### config.mk
export PLATFORM = sky130hd
export DESIGN_NAME = alut
export DESIGN_NICKNAME = d
export VERILOG_FILES = /design/src/hw/alut_reg_pkg.sv /design/src/hw/alut_entry_pkg.sv /design/src/hw/alut_mem_if.sv /design/src/hw/alut_reg_bank.sv /design/src/hw/alut_ctrl.sv /design/src/hw/alut_lookup.sv /design/src/hw/alut_timer.sv /design/src/hw/alut_mem.sv /design/src/hw/alut.sv
export SDC_FILE = /design/constraint.sdc
export NUM_CORES = 2
export LEC_CHECK = 0
export BUFFER_PORTS_ARGS = -buffer_cell sky130_fd_sc_hd__buf_2
export CAP_MARGIN = 15
export CORE_MARGIN = 2
export CORE_UTILIZATION = 30
export CTS_BUF_LIST = sky130_fd_sc_hd__clkbuf_8
export CTS_CLUSTER_SIZE = 30
export DETAILED_ROUTE_END_ITERATION = 10
export PLACE_DENSITY_LB_ADDON = 0.1
export SLEW_MARGIN = 20
export SYNTH_ARGS = -nofsm -noshare
export SYNTH_HDL_FRONTEND = slang
export SYNTH_HIERARCHICAL = 1
export SYNTH_SLANG_ARGS = --single-unit
### constraint.sdc
create_clock -name pclk1 -period 10.45 [get_ports pclk1]
set_input_delay 2.09 -clock pclk1 [delete_from_list [all_inputs] [get_ports pclk1]]
set_output_delay 2.09 -clock pclk1 [all_outputs]
set_load 0.01 [all_outputs]
### src/hw/alut_reg_pkg.sv
//----------------------------------------
// alut register map
// apb offsets, command codes and the
// status bit positions
//----------------------------------------
package alut_reg_pkg;

   // apb offsets, 7-bit address
   localparam logic [6:0] AL_FRM_D_ADDR_L   = 7'h00;
   localparam logic [6:0] AL_FRM_D_ADDR_U   = 7'h04;
   localparam logic [6:0] AL_FRM_S_ADDR_L   = 7'h08;
   localparam logic [6:0] AL_FRM_S_ADDR_U   = 7'h0C;
   localparam logic [6:0] AL_S_PORT         = 7'h10;
   localparam logic [6:0] AL_D_PORT         = 7'h14;   // read only
   localparam logic [6:0] AL_MAC_ADDR_L     = 7'h18;
   localparam logic [6:0] AL_MAC_ADDR_U     = 7'h1C;
   localparam logic [6:0] AL_COMMAND        = 7'h20;   // self clearing
   localparam logic [6:0] AL_BB_AGE         = 7'h24;
   localparam logic [6:0] AL_DIV_CLK        = 7'h28;
   localparam logic [6:0] AL_STATUS         = 7'h2C;
   localparam logic [6:0] AL_CUR_TIME       = 7'h30;
   localparam logic [6:0] AL_LST_INV_ADDR_L = 7'h34;
   localparam logic [6:0] AL_LST_INV_ADDR_U = 7'h38;
   localparam logic [6:0] AL_LST_INV_PORT   = 7'h3C;

   // command codes
   localparam logic [1:0] AL_CMD_AGE   = 2'b01;   // age sweep
   localparam logic [1:0] AL_CMD_CHECK = 2'b10;   // learn source, look up dest

   // status bits
   localparam int AL_ST_ACTIVE = 0;
   localparam int AL_ST_INVAL  = 1;
   localparam int AL_ST_REUSED = 2;

endpackage

### src/hw/alut_entry_pkg.sv
//----------------------------------------
// alut table entry
// table geometry, entry layout and the
// destination port mask values
//----------------------------------------
package alut_entry_pkg;

   localparam int AL_DEPTH = 8;   // direct mapped entries
   localparam int AL_IDX_W = 3;   // low address bits as index
   localparam int AL_PORTS = 4;

   typedef logic [47:0] mac_t;
   typedef logic [1:0]  port_t;
   typedef logic [AL_PORTS:0] dport_t;   // [3:0] egress, [4] switch itself

   // 83 bits
   typedef struct packed {
      logic        valid;
      mac_t        addr;
      port_t       port;
      logic [31:0] stamp;   // curr_time when learned
   } alut_entry_t;

   localparam dport_t AL_DP_SELF  = 5'b10000;
   localparam dport_t AL_DP_FLOOD = 5'b01111;   // source port masked off later

endpackage

### src/hw/alut_mem_if.sv
//----------------------------------------
// alut table access
// index, write strobe and entry data
// between controller and table memory
//----------------------------------------
interface alut_mem_if;

   logic [alut_entry_pkg::AL_IDX_W-1:0] idx;     // read/write index
   logic                                wr;      // write at this edge
   alut_entry_pkg::alut_entry_t         wdata;
   alut_entry_pkg::alut_entry_t         rdata;   // entry at idx of last cycle

   modport ctrl (output idx, output wr, output wdata, input rdata);
   modport mem  (input idx, input wr, input wdata, output rdata);

endinterface

### src/hw/alut_reg_bank.sv
//----------------------------------------
// alut apb register bank
// frame/switch addresses, age and divider
// registers, self clearing command, read
// mux and last invalidated capture
//----------------------------------------
module alut_reg_bank
(
   input  logic                           pclk1,
   input  logic                           n_p_reset1,
   input  logic                           psel,
   input  logic                           penable,
   input  logic                           pwrite,
   input  logic [6:0]                     paddr,
   input  logic [31:0]                    pwdata,
   output logic [31:0]                    prdata,
   input  logic [31:0]                    curr_time,
   input  logic                           add_check_active,
   input  logic                           inval_in_prog,
   input  logic                           reused,
   input  alut_entry_pkg::dport_t         d_port,
   input  alut_entry_pkg::mac_t           lst_inv_addr_nrm,
   input  alut_entry_pkg::port_t          lst_inv_port_nrm,
   input  alut_entry_pkg::mac_t           lst_inv_addr_cmd,
   input  alut_entry_pkg::port_t          lst_inv_port_cmd,
   output alut_entry_pkg::mac_t           mac_addr,
   output alut_entry_pkg::mac_t           d_addr,
   output alut_entry_pkg::mac_t           s_addr,
   output alut_entry_pkg::port_t          s_port,
   output logic [31:0]                    best_bfr_age,
   output logic [7:0]                     div_clk,
   output logic [1:0]                     command,
   output logic                           clear_reused
);

   logic                  read_en;
   logic                  write_en;
   logic [31:0]           frm_d_addr_l;
   logic [15:0]           frm_d_addr_u;
   logic [31:0]           frm_s_addr_l;
   logic [15:0]           frm_s_addr_u;
   logic [31:0]           mac_addr_l;
   logic [15:0]           mac_addr_u;
   alut_entry_pkg::mac_t  lst_inv_addr;
   alut_entry_pkg::port_t lst_inv_port;
   logic [31:0]           status;

   assign read_en  = psel & ~penable & ~pwrite;   // setup phase
   assign write_en = psel & penable & pwrite;     // access phase

   assign d_addr   = {frm_d_addr_u, frm_d_addr_l};
   assign s_addr   = {frm_s_addr_u, frm_s_addr_l};
   assign mac_addr = {mac_addr_u, mac_addr_l};

   // status read acknowledges reuse, but not mid check
   assign clear_reused = read_en & (paddr == alut_reg_pkg::AL_STATUS) & ~add_check_active;

   always_comb
   begin
      status = '0;
      status[alut_reg_pkg::AL_ST_ACTIVE] = add_check_active;
      status[alut_reg_pkg::AL_ST_INVAL]  = inval_in_prog;
      status[alut_reg_pkg::AL_ST_REUSED] = reused;
   end

   //----------------------------------------
   // writable registers
   //----------------------------------------
   always_ff @(posedge pclk1 or negedge n_p_reset1)
   begin
      if (!n_p_reset1)
      begin
         frm_d_addr_l <= '0;
         frm_d_addr_u <= '0;
         frm_s_addr_l <= '0;
         frm_s_addr_u <= '0;
         s_port       <= '0;
         mac_addr_l   <= '0;
         mac_addr_u   <= '0;
         best_bfr_age <= '1;   // nothing ages by default
         div_clk      <= '0;
      end
      else if (write_en)
      begin
         case (paddr)
            alut_reg_pkg::AL_FRM_D_ADDR_L : frm_d_addr_l <= pwdata;
            alut_reg_pkg::AL_FRM_D_ADDR_U : frm_d_addr_u <= pwdata[15:0];
            alut_reg_pkg::AL_FRM_S_ADDR_L : frm_s_addr_l <= pwdata;
            alut_reg_pkg::AL_FRM_S_ADDR_U : frm_s_addr_u <= pwdata[15:0];
            alut_reg_pkg::AL_S_PORT       : s_port       <= pwdata[1:0];
            alut_reg_pkg::AL_MAC_ADDR_L   : mac_addr_l   <= pwdata;
            alut_reg_pkg::AL_MAC_ADDR_U   : mac_addr_u   <= pwdata[15:0];
            alut_reg_pkg::AL_BB_AGE       : best_bfr_age <= pwdata;
            alut_reg_pkg::AL_DIV_CLK      : div_clk      <= pwdata[7:0];
            default                       : ;   // read only or unmapped
         endcase
      end
   end

   // one cycle pulse, never held
   always_ff @(posedge pclk1 or negedge n_p_reset1)
   begin
      if (!n_p_reset1)
         command <= 2'b00;
      else if (command != 2'b00)
         command <= 2'b00;
      else if (write_en && (paddr == alut_reg_pkg::AL_COMMAND))
         command <= pwdata[1:0];
   end

   //----------------------------------------
   // read mux, zero outside setup phase
   //----------------------------------------
   always_ff @(posedge pclk1 or negedge n_p_reset1)
   begin
      if (!n_p_reset1)
         prdata <= '0;
      else if (read_en)
      begin
         case (paddr)
            alut_reg_pkg::AL_FRM_D_ADDR_L   : prdata <= frm_d_addr_l;
            alut_reg_pkg::AL_FRM_D_ADDR_U   : prdata <= {16'd0, frm_d_addr_u};
            alut_reg_pkg::AL_FRM_S_ADDR_L   : prdata <= frm_s_addr_l;
            alut_reg_pkg::AL_FRM_S_ADDR_U   : prdata <= {16'd0, frm_s_addr_u};
            alut_reg_pkg::AL_S_PORT         : prdata <= {30'd0, s_port};
            alut_reg_pkg::AL_D_PORT         : prdata <= {27'd0, d_port};
            alut_reg_pkg::AL_MAC_ADDR_L     : prdata <= mac_addr_l;
            alut_reg_pkg::AL_MAC_ADDR_U     : prdata <= {16'd0, mac_addr_u};
            alut_reg_pkg::AL_BB_AGE         : prdata <= best_bfr_age;
            alut_reg_pkg::AL_DIV_CLK        : prdata <= {24'd0, div_clk};
            alut_reg_pkg::AL_STATUS         : prdata <= status;
            alut_reg_pkg::AL_CUR_TIME       : prdata <= curr_time;
            alut_reg_pkg::AL_LST_INV_ADDR_L : prdata <= lst_inv_addr[31:0];
            alut_reg_pkg::AL_LST_INV_ADDR_U : prdata <= {16'd0, lst_inv_addr[47:32]};
            alut_reg_pkg::AL_LST_INV_PORT   : prdata <= {30'd0, lst_inv_port};
            default                         : prdata <= '0;   // command reads 0 too
         endcase
      end
      else
         prdata <= '0;
   end

   // reuse eviction outranks the age sweep
   always_ff @(posedge pclk1 or negedge n_p_reset1)
   begin
      if (!n_p_reset1)
      begin
         lst_inv_addr <= '0;
         lst_inv_port <= '0;
      end
      else if (reused)
      begin
         lst_inv_addr <= lst_inv_addr_nrm;
         lst_inv_port <= lst_inv_port_nrm;
      end
      else if (inval_in_prog)
      begin
         lst_inv_addr <= lst_inv_addr_cmd;
         lst_inv_port <= lst_inv_port_cmd;
      end
   end

   //----------------------------------------
   // bus checks
   //----------------------------------------
   a_no_rd_wr : assert property (@(posedge pclk1) disable iff (!n_p_reset1)
      !(read_en && write_en));

   a_cmd_pulse : assert property (@(posedge pclk1) disable iff (!n_p_reset1)
      (command != 2'b00) |=> (command == 2'b00));

endmodule

### src/hw/alut_ctrl.sv
//----------------------------------------
// alut controller
// sequences check frame (read dest,
// compare, read source, write source) and
// the two cycle per entry age sweep
//----------------------------------------
module alut_ctrl
(
   input  logic                   pclk1,
   input  logic                   n_p_reset1,
   input  logic [1:0]             command,
   input  alut_entry_pkg::mac_t   d_addr,
   input  alut_entry_pkg::mac_t   s_addr,
   input  alut_entry_pkg::port_t  s_port,
   input  logic [31:0]            best_bfr_age,
   input  logic [31:0]            curr_time,
   input  logic                   clear_reused,
   input  alut_entry_pkg::dport_t dport_next,
   input  logic                   aged,
   alut_mem_if.ctrl               mem_bus,
   output logic                   add_check_active,
   output logic                   inval_in_prog,
   output logic                   reused,
   output alut_entry_pkg::mac_t   lst_inv_addr_nrm,
   output alut_entry_pkg::port_t  lst_inv_port_nrm,
   output alut_entry_pkg::mac_t   lst_inv_addr_cmd,
   output alut_entry_pkg::port_t  lst_inv_port_cmd,
   output alut_entry_pkg::dport_t d_port
);

   typedef enum logic [2:0] {
      ST_IDLE, ST_RD_D, ST_CMP, ST_RD_S, ST_WR_S, ST_AGE_RD, ST_AGE_WR
   } state_t;

   state_t                              state;
   logic [alut_entry_pkg::AL_IDX_W-1:0] sweep_idx;
   alut_entry_pkg::dport_t              dport_hold;   // mask until check ends
   alut_entry_pkg::mac_t                inv_addr_q;
   alut_entry_pkg::port_t               inv_port_q;
   logic                                age_off;
   logic                                inv_now;
   logic                                reuse_now;

   assign add_check_active = (state == ST_RD_D) | (state == ST_CMP) |
                             (state == ST_RD_S) | (state == ST_WR_S);
   assign inval_in_prog    = (state == ST_AGE_RD) | (state == ST_AGE_WR);

   assign age_off   = &best_bfr_age;   // max age, nothing can expire
   assign inv_now   = (state == ST_AGE_WR) & mem_bus.rdata.valid & aged & ~age_off;
   assign reuse_now = (state == ST_WR_S) & mem_bus.rdata.valid &
                      (mem_bus.rdata.addr != s_addr);   // slot owned by another addr

   // entry being dropped now, else the last one
   assign lst_inv_addr_cmd = inv_now ? mem_bus.rdata.addr : inv_addr_q;
   assign lst_inv_port_cmd = inv_now ? mem_bus.rdata.port : inv_port_q;

   //----------------------------------------
   // fsm
   //----------------------------------------
   always_ff @(posedge pclk1 or negedge n_p_reset1)
   begin
      if (!n_p_reset1)
      begin
         state     <= ST_IDLE;
         sweep_idx <= '0;
      end
      else
      begin
         case (state)
            ST_IDLE :
               if (command == alut_reg_pkg::AL_CMD_CHECK)
                  state <= ST_RD_D;
               else if (command == alut_reg_pkg::AL_CMD_AGE)
                  state <= ST_AGE_RD;
            ST_RD_D   : state <= ST_CMP;
            ST_CMP    : state <= ST_RD_S;
            ST_RD_S   : state <= ST_WR_S;
            ST_AGE_RD : state <= ST_AGE_WR;
            ST_AGE_WR :
            begin
               sweep_idx <= sweep_idx + 1'b1;   // wraps to 0 after last
               state     <= (sweep_idx == '1) ? ST_IDLE : ST_AGE_RD;
            end
            default   : state <= ST_IDLE;   // ST_WR_S ends the check
         endcase
      end
   end

   always_ff @(posedge pclk1)
   begin
      if (state == ST_CMP)
         dport_hold <= dport_next;
   end

   // result shows as active drops
   always_ff @(posedge pclk1 or negedge n_p_reset1)
   begin
      if (!n_p_reset1)
         d_port <= '0;
      else if (state == ST_WR_S)
         d_port <= dport_hold;
   end

   // sticky reuse flag, first evicted entry kept
   always_ff @(posedge pclk1 or negedge n_p_reset1)
   begin
      if (!n_p_reset1)
      begin
         reused           <= 1'b0;
         lst_inv_addr_nrm <= '0;
         lst_inv_port_nrm <= '0;
      end
      else if (clear_reused)
         reused <= 1'b0;
      else if (reuse_now && !reused)
      begin
         reused           <= 1'b1;
         lst_inv_addr_nrm <= mem_bus.rdata.addr;
         lst_inv_port_nrm <= mem_bus.rdata.port;
      end
   end

   always_ff @(posedge pclk1 or negedge n_p_reset1)
   begin
      if (!n_p_reset1)
      begin
         inv_addr_q <= '0;
         inv_port_q <= '0;
      end
      else if (inv_now)
      begin
         inv_addr_q <= mem_bus.rdata.addr;
         inv_port_q <= mem_bus.rdata.port;
      end
   end

   //----------------------------------------
   // table access
   //----------------------------------------
   always_comb
   begin
      mem_bus.idx   = d_addr[alut_entry_pkg::AL_IDX_W-1:0];
      mem_bus.wr    = 1'b0;
      mem_bus.wdata = '{valid: 1'b1, addr: s_addr, port: s_port, stamp: curr_time};
      case (state)
         ST_RD_S   : mem_bus.idx = s_addr[alut_entry_pkg::AL_IDX_W-1:0];
         ST_WR_S   :
         begin
            mem_bus.idx = s_addr[alut_entry_pkg::AL_IDX_W-1:0];
            mem_bus.wr  = 1'b1;   // learn source, fresh stamp
         end
         ST_AGE_RD : mem_bus.idx = sweep_idx;
         ST_AGE_WR :
         begin
            mem_bus.idx         = sweep_idx;
            mem_bus.wr          = inv_now;
            mem_bus.wdata       = mem_bus.rdata;
            mem_bus.wdata.valid = 1'b0;   // drop aged entry
         end
         default   : ;
      endcase
   end

   a_one_op : assert property (@(posedge pclk1) disable iff (!n_p_reset1)
      !(add_check_active && inval_in_prog));

endmodule

### src/hw/alut_lookup.sv
//----------------------------------------
// alut lookup datapath
// age test and destination port mask for
// the entry read from the table
//----------------------------------------
module alut_lookup
(
   input  alut_entry_pkg::alut_entry_t entry,
   input  alut_entry_pkg::mac_t        d_addr,
   input  alut_entry_pkg::mac_t        mac_addr,
   input  alut_entry_pkg::port_t       s_port,
   input  logic [31:0]                 curr_time,
   input  logic [31:0]                 best_bfr_age,
   output logic                        aged,
   output alut_entry_pkg::dport_t      dport_next
);

   logic [31:0] age;
   logic        hit;

   assign age  = curr_time - entry.stamp;   // mod 2^32, survives wrap
   assign aged = age > best_bfr_age;

   // only a live entry for this dest counts
   assign hit = entry.valid & ~aged & (entry.addr == d_addr);

   always_comb
   begin
      if (d_addr == mac_addr)
         dport_next = alut_entry_pkg::AL_DP_SELF;   // frame for the switch
      else if (hit)
         dport_next = alut_entry_pkg::dport_t'(1) << entry.port;
      else
      begin
         // unknown dest, flood but not back out the source
         dport_next         = alut_entry_pkg::AL_DP_FLOOD;
         dport_next[s_port] = 1'b0;
      end
   end

endmodule

### src/hw/alut_timer.sv
//----------------------------------------
// alut time base
// curr_time steps once every div_clk+1
// pclk1 cycles
//----------------------------------------
module alut_timer
(
   input  logic        pclk1,
   input  logic        n_p_reset1,
   input  logic [7:0]  div_clk,
   output logic [31:0] curr_time
);

   logic [7:0] div_cnt;

   always_ff @(posedge pclk1 or negedge n_p_reset1)
   begin
      if (!n_p_reset1)
      begin
         div_cnt   <= '0;
         curr_time <= '0;
      end
      else if (div_cnt >= div_clk)   // >= copes with divider lowered mid count
      begin
         div_cnt   <= '0;
         curr_time <= curr_time + 32'd1;
      end
      else
         div_cnt <= div_cnt + 8'd1;
   end

endmodule

### src/hw/alut_mem.sv
//----------------------------------------
// alut table memory
// 8 entries, registered read, valid bits
// cleared by reset
//----------------------------------------
module alut_mem
(
   input  logic    pclk1,
   input  logic    n_p_reset1,
   alut_mem_if.mem mem_bus
);

   alut_entry_pkg::alut_entry_t         entries_q [alut_entry_pkg::AL_DEPTH];
   logic [alut_entry_pkg::AL_DEPTH-1:0] valid_q;
   alut_entry_pkg::alut_entry_t         rd_q;
   logic                                rd_valid_q;

   always_ff @(posedge pclk1)
   begin
      if (mem_bus.wr)
         entries_q[mem_bus.idx] <= mem_bus.wdata;
      rd_q <= entries_q[mem_bus.idx];   // old data on same cycle write
   end

   always_ff @(posedge pclk1 or negedge n_p_reset1)
   begin
      if (!n_p_reset1)
      begin
         valid_q    <= '0;
         rd_valid_q <= 1'b0;
      end
      else
      begin
         if (mem_bus.wr)
            valid_q[mem_bus.idx] <= mem_bus.wdata.valid;
         rd_valid_q <= valid_q[mem_bus.idx];
      end
   end

   always_comb
   begin
      mem_bus.rdata       = rd_q;
      mem_bus.rdata.valid = rd_valid_q;   // payload copy of valid not trusted
   end

   a_idx_range : assert property (@(posedge pclk1) disable iff (!n_p_reset1)
      int'(mem_bus.idx) < alut_entry_pkg::AL_DEPTH);

endmodule

### src/hw/alut.sv
//----------------------------------------
// alut top level
// apb programmed address lookup table for
// a 4 port switch
//----------------------------------------
module alut
(
   input  logic        pclk1,
   input  logic        n_p_reset1,
   input  logic        psel,
   input  logic        penable,
   input  logic        pwrite,
   input  logic [6:0]  paddr,
   input  logic [31:0] pwdata,
   output logic [31:0] prdata
);

   logic [1:0]             command;
   alut_entry_pkg::mac_t   d_addr;
   alut_entry_pkg::mac_t   s_addr;
   alut_entry_pkg::mac_t   mac_addr;
   alut_entry_pkg::port_t  s_port;
   logic [31:0]            best_bfr_age;
   logic [7:0]             div_clk;
   logic [31:0]            curr_time;
   logic                   add_check_active;
   logic                   inval_in_prog;
   logic                   reused;
   logic                   clear_reused;
   alut_entry_pkg::mac_t   lst_inv_addr_nrm;
   alut_entry_pkg::port_t  lst_inv_port_nrm;
   alut_entry_pkg::mac_t   lst_inv_addr_cmd;
   alut_entry_pkg::port_t  lst_inv_port_cmd;
   alut_entry_pkg::dport_t d_port;
   alut_entry_pkg::dport_t dport_next;
   logic                   aged;

   alut_mem_if mem_bus ();   // controller to table

   alut_reg_bank reg_bank_inst (
      .pclk1, .n_p_reset1, .psel, .penable, .pwrite, .paddr, .pwdata, .prdata,
      .curr_time, .add_check_active, .inval_in_prog, .reused, .d_port,
      .lst_inv_addr_nrm, .lst_inv_port_nrm, .lst_inv_addr_cmd, .lst_inv_port_cmd,
      .mac_addr, .d_addr, .s_addr, .s_port, .best_bfr_age, .div_clk, .command,
      .clear_reused
   );

   alut_ctrl ctrl_inst (
      .pclk1, .n_p_reset1, .command, .d_addr, .s_addr, .s_port, .best_bfr_age,
      .curr_time, .clear_reused, .dport_next, .aged, .mem_bus(mem_bus.ctrl),
      .add_check_active, .inval_in_prog, .reused, .lst_inv_addr_nrm,
      .lst_inv_port_nrm, .lst_inv_addr_cmd, .lst_inv_port_cmd, .d_port
   );

   // looks at whatever the table returned last
   alut_lookup lookup_inst (
      .entry(mem_bus.rdata), .d_addr, .mac_addr, .s_port, .curr_time,
      .best_bfr_age, .aged, .dport_next
   );

   alut_timer timer_inst (.pclk1, .n_p_reset1, .div_clk, .curr_time);

   alut_mem mem_inst (.pclk1, .n_p_reset1, .mem_bus(mem_bus.mem));

endmodule

After elaboration in Yosys (flattened, before gate mapping):

Memories as Yosys holds them, arrays and structs flattened. A register that Yosys moved wholly into a read port is not among the register bits.
Index checks and enable logic that the tools add are counted.

* bits in registers: 436
* bits in latches: 0
* RAM bits: 664
* memory bits (read-only): 0
* input port bits: 44
* output and inout bits: 32
* logic and storage cells: 144
* memories kept: 1

Memories
* mem_inst.entries_q: depth 8, bits a word 83, read ports 1, clocked after Yosys merged registers in 1, wr ports 1, line alut_mem.sv:13 `alut_entry_pkg::alut_entry_t entries_q [alut_entry_pkg::AL_DEPTH];`

* add/sub/neg operators: 4
* $mul: 0
* divide/modulo/power cells: 0
* magnitude comparators: 6
* eq/ne operators: 28
* shifts and indexed selects: 1
* mux-type cells: 30
* bitwise logic cells: 24
* reduce and logical (&&, ||, !) cells: 24

Operators with widths (count)
* $pmux W32 S15: 1
* $mux W48: 3
* $eq A48 B48 Y1: 2
* $mux W83: 1
* $eq A7 B6 Y1 const B: 8
* $ne A48 B48 Y1: 1
* $add A32 B1 Y32 const B: 1
* $gt A32 B32 Y1: 1
* $mux W32: 1
* $reduce_and A32 Y1: 1
* $sub A32 B32 Y32: 1
* $eq A7 B5 Y1 const B: 4
* $reduce_and A2 Y1: 10
* $pmux W3 S6: 1
* $eq A7 B4 Y1 const B: 2
* $and A1 B1 Y1: 13
* $eq A3 B3 Y1 const B: 4
* $mux W2: 5
* $mux W3: 3
* $add A8 B1 Y8 const B: 1
* $bwmux W8: 1
* $ge A8 B8 Y1: 1
* $mux W8: 1
* $reduce_bool A2 Y1: 4
* 27 further kinds: 46

Logic depth before layout (Yosys ltp):

* depth after elaboration: 8
* mapped depth: 24
* mapped depth without buffers: 23

By module:

Netlist, hierarchy kept.

By module, submodules not included
* alut_mem: times used 1, cells an instance 1316, area an instance 26985.9 um2, sequential area each 21565.7 um2
* alut_reg_bank: times used 1, cells an instance 1036, area an instance 13005.0 um2, sequential area each 6796.5 um2
* alut_ctrl: times used 1, cells an instance 454, area an instance 6179.7 um2, sequential area each 2952.8 um2
* alut_lookup: times used 1, cells an instance 513, area an instance 3728.6 um2, sequential area each 0.0 um2
* alut_timer: times used 1, cells an instance 197, area an instance 2112.0 um2, sequential area each 1001.0 um2

Least setup slack after synthesis:

OpenSTA, ideal clock, no wires.

* kind: reg2reg
* start: reg timer_inst.curr_time[0]
* end: reg mem_inst/valid_q[0] in the netlist's numbering
* library setup time: 80 ps
* arrival: 8287 ps
* required time: 10370 ps
* path slack: 2083 ps
* cell stages (with the launch flop): 25
* path buffers: 1
* period minus slack after synthesis: 8367 ps
* path through: dfrtp_1 -> inv_1 -> ha_1 -> inv_1 -> fa_1 -> a21o_1 -> a221oi_2 -> o2111ai_1 -> nand2_1 -> a21oi_1 -> a311oi_1 -> xnor2_1 -> ha_1 -> nand4_2 -> or2_2 -> a31o_1 -> o22ai_2 -> a21o_2 -> nand2_1 -> a211oi_4 -> buf_6 -> or2_2 -> nand2b_1 -> nor3_2 -> mux2_2

* cells in the longest elaborated chain, start to end: 5

Ends and longest elaborated chain
* start: declaration: line alut_timer.sv:11 `output logic [31:0] curr_time`
* start signal: assignment: line alut_timer.sv:26 `curr_time <= curr_time + 32'd1;`
* $sub A32 B32 Y32: line alut_lookup.sv:21 `assign age = curr_time - entry.stamp;`
* $gt A32 B32 Y1: line alut_lookup.sv:22 `assign aged = age > best_bfr_age;`
* net aged: line alut.sv:36 `logic aged;`
* $and A1 B1 Y1 (2 in series): line alut_ctrl.sv:49 `assign inv_now = (state == ST_AGE_WR) & mem_bus.rdata.valid & aged & ~age_off;`
* $pmux W1 S2: line alut_ctrl.sv:145 `case (state)`
* net mem_bus.wr: line alut_mem_if.sv:9 `logic wr;`
* end signal: indexed assignment: line alut_mem.sv:35 `valid_q[mem_bus.idx] <= mem_bus.wdata.valid;`
* end: declaration: line alut_mem.sv:14 `logic [alut_entry_pkg::AL_DEPTH-1:0] valid_q;`

The timed path passes the listed nets, and every way through them passes these cells.
A chain may end at the register's enable or synchronous reset.

Worst setup path after layout:

* start: reg timer_inst.curr_time[0]
* end: reg mem_inst/valid_q[3] in the netlist's numbering

Same word-level chain as after synthesis.

==> impl_metrics.tcl <==
set metrics [dict create \
    outcome "complete, no violations" \
    synth_warnings 6 \
    met1Wirelength_mm 87.32 \
    first_global_vias 31753 \
    skew_ns 0.06010 \
    syn_inst 3516 \
    cts_made_buffers 207 \
    max_freq_ghz 0.1468 \
    total_power_w 0.01416 \
    synthDistinctLibCells 93 \
    chipHeight_um 420.4 \
    period_share 0.6521 \
    worst_pin_slew_ns 1.154 \
    finalMaxSlewViolations 0 \
    async_flop_share 0.3671 \
    dr_wl_met3_mm 8.602 \
    cts_root_buffer "clkbuf_8" \
    cpPeakStageDelay_ns 0.63 \
    path_class "reg2reg" \
    yosysSeqAreaShare 0.6213 \
    clockPowerShare 0.298 \
    dr.pass1.iters 6 \
    setup_ws_ns 3.636 \
    powerDensity_nw_per_um2 239.6 \
    p_comb_frac 0.257 \
    power.leakage_nw 23.07 \
    switchingPower_w 0.004982 \
    ant_nets 0 \
    swShare 0.3517 \
    internal_power_w 0.009182 \
    drt_iter0_drc 2647 \
    clk_latency_ns 0.98 \
    drc 0 \
    hold_class "reg2reg" \
    num_rows 152 \
    grt_max_degree 132 \
    critPathLaunch "timer_inst/curr_time[0]" \
    coreArea_um2 171900 \
    synth.most_common_cell "edfxtp_1" \
    antenna_found_initial 19 \
    dp_hpwl_mm 123.3 \
    cts_tree "done" \
    cp.required_ns 11.28 \
    crit_family "compound AO/OA/AOI/OAI gates" \
    cts_sinks 1174 \
    final-setup-viol-count 0 \
    critPathArrivalTime_ns 7.64 \
    ir_drop_v 0.0001186 \
    synthesis.area_um2 52010 \
    max_slew_margin 0.2304 \
    place.gp.congestion 0.8793 \
    clkSlewWorstSetupHoldPaths_ns 0.06 \
    grt_remaining_overflow 0 \
    io_buffers 75 \
    top_level_ports 76 \
    synth_area_leaders "edfxtp_1 38%, dfrtp_1 19%, mux2_2 9.6%, dfxtp_1 3.2%, mux2i_1 2.2%" \
    drt-total-wl_mm 183.7 \
    cts_resized 0 \
    via_count 31448 \
    hold_violations 0 \
    synth.avg_cell_area_um2 14.79 \
    fin_hold_ws_ns 0.4594 \
    crit_path_end_kind "flop" \
    dp_slack_ns 3.516 \
    fin_crit_ns 6.814 \
    area_growth_pct 13.64 \
    final_layout_size_suffix_gt1_frac 0.2759 \
    synth-main-ff-cell "edfxtp_1" \
    die-area_um2 176700 \
    wl_met2_mm 81.31 \
    track_usage 0.2074 \
    ys_ff_latch 1174 \
    startpoint_type "flop" \
    maxCapViolCount 0 \
    cts_buffer_depth 3 \
    cp_num_buf_inv 4 \
    p_seq_frac 0.445 \
    timing.rr.start "timer_inst/curr_time[0]" \
    dr.max_layer_used "met4" \
    post_cts_buffers 0 \
    synth_edf_count 661 \
    rsz0062_at_grt "false" \
    synth_area_leader_cell "edfxtp_1" \
    viasPerCell 5.089 \
    synth_common_cells "661 x edfxtp_1, 443 x mux2_2, 399 x dfrtp_1" \
    tns_ns 0 \
    cts_max_level 4 \
    worst-path-max-fanout 41 \
    grt_first_pass_wirelength_mm 257.1 \
    slowest_stage "buf_4" \
    hold_start "mem_inst/entries_q[0][79]" \
    start_util 0.3025 \
    fin_nets 3797 \
    wl_per_cell_um 29.72 \
    synth_top_area_share 0.3816 \
    cts_hold_buffers 0 \
    syn_nets 3637 \
    die_w_um 420.4 \
]
-- area by class of cell --
class,count,area [µm²]
Fill cell,16866,112800
Sequential cell,1174,32320
Multi-Input combinational cell,2066,18470
Clock buffer,235,3234
Tap cell,2310,2890
Timing Repair Buffer,138,948.4
Clock inverter,155,874.6
Inverter,89,336.6
Antenna cell,13,32.53
-- layer usage --
| layer | GRT usage | up-vias |
|---|---|---|
| met5 | 0 | - |
| met4 | 0.07260 | 0 |
| met3 | 0.03115 | 275 |
| met2 | 0.3136 | 895 |
| met1 | 0.3009 | 16573 |
| li1 | - | 13705 |
-- worst min-delay path, stage by stage, from the launching register on --
cell and delay (ns):
edfxtp_1 0.32, nand2_1 0.05, o211ai_1 0.06
-- logic make-up (layout without fill, tap and decap cells) --
family | after synthesis | in the layout | share of synthesized area
other | 0 | 13 | 0
and+or+nand+nor | 508 | 508 | 0.05297
adders and majority gates | 77 | 77 | 0.01867
buffers and inverters | 276 | 617 | 0.02673
DFF | 1174 | 1174 | 0.6213
muxes | 765 | 765 | 0.1778
xor gates and xnor gates | 210 | 210 | 0.03536
AOI/OAI and AO/OA | 506 | 506 | 0.06717
-- through the flow --
step / utilization / cells / area, µm²
6_report: 0.3438 / 6180 / 59110
5_1_grt: 0.3437 / 6171 / 59080
4_1_cts: 0.3436 / 6167 / 59070
3_5_place_dp: 0.3197 / 5777 / 54960
3_3_place_gp: 0.3197 / 5777 / 54960
2_1_floorplan: - / 3516 / 52010
-- path summary, 6_finish.rpt --
path                       cells after the start  slack [ns]                              to
setup / recovery                              25        3.64             mem_inst/valid_q[3]
hold / removal                                 2        0.46      mem_inst/mem_bus.rdata[79]
setup reg to reg                              25        3.64             mem_inst/valid_q[3]
hold reg to reg                                2        0.46      mem_inst/mem_bus.rdata[79]
max in group asynchronous                      3        7.37  reg_bank_inst/frm_s_addr_l[26]
min in group asynchronous                      1        1.09         ctrl_inst/inv_addr_q[4]
-- state kept, by name, indices dropped and copies added (netlist names), 3 cells and up --
signal,count
timer_inst/curr_time,32
reg_bank_inst/frm_d_addr_l,32
ctrl_inst/d_port,5
reg_bank_inst/prdata,32
ctrl_inst/state,3
reg_bank_inst/mac_addr_l,32
reg_bank_inst/lst_inv_addr,48
ctrl_inst/lst_inv_addr_nrm,48
ctrl_inst/inv_addr_q,48
ctrl_inst/sweep_idx,3
reg_bank_inst/frm_s_addr_l,32
mem_inst/entries_q,656
reg_bank_inst/mac_addr_u,16
ctrl_inst/dport_hold,5
reg_bank_inst/div_clk,8
mem_inst/mem_bus.rdata,82
reg_bank_inst/best_bfr_age,32
mem_inst/valid_q,8
reg_bank_inst/frm_s_addr_u,16
timer_inst/div_cnt,8
reg_bank_inst/frm_d_addr_u,16
-- layout by cell type, fill, tap and decap left out, types with 32 or more instances in the layout --
| master | synthesis | final |
|---|---|---|
| inv_1 | 89 | 174 |
| nand2_1 | 171 | 171 |
| buf_4 | 16 | 57 |
| a21oi_1 | 76 | 75 |
| dfstp_2 | 32 | 32 |
| nand4_1 | 42 | 42 |
| nor2_1 | 90 | 88 |
| buf_2 | 67 | 73 |
| mux2_2 | 443 | 443 |
| o211ai_1 | 37 | 37 |
| mux2i_1 | 116 | 116 |
| mux2_1 | 97 | 97 |
| clkinv_1 | 0 | 33 |
| dfrtp_1 | 399 | 398 |
| mux4_2 | 49 | 49 |
| a222oi_1 | 35 | 35 |
| nor4_1 | 35 | 34 |
| ha_1 | 76 | 76 |
| a22oi_1 | 116 | 116 |
| xnor2_1 | 100 | 100 |
| mux2_4 | 60 | 60 |
| edfxtp_1 | 661 | 661 |
| o21ai_0 | 100 | 97 |
| clkbuf_8 | 0 | 235 |
| dfxtp_1 | 82 | 82 |
| xor2_1 | 110 | 110 |
-- power groups by stage --
stage	combinational (W)	sequential (W)	clock, W
after floorplan	0.00235	0.00599	0
after global placement	0.00367	0.00638	0
after detailed placement	0.00367	0.00638	0
after CTS	0.00368	0.00629	0.00437
after global routing	0.00392	0.00635	0.00457
final	0.00364	0.00630	0.00422
No activity file was read; power rests on OpenSTA's default activity.
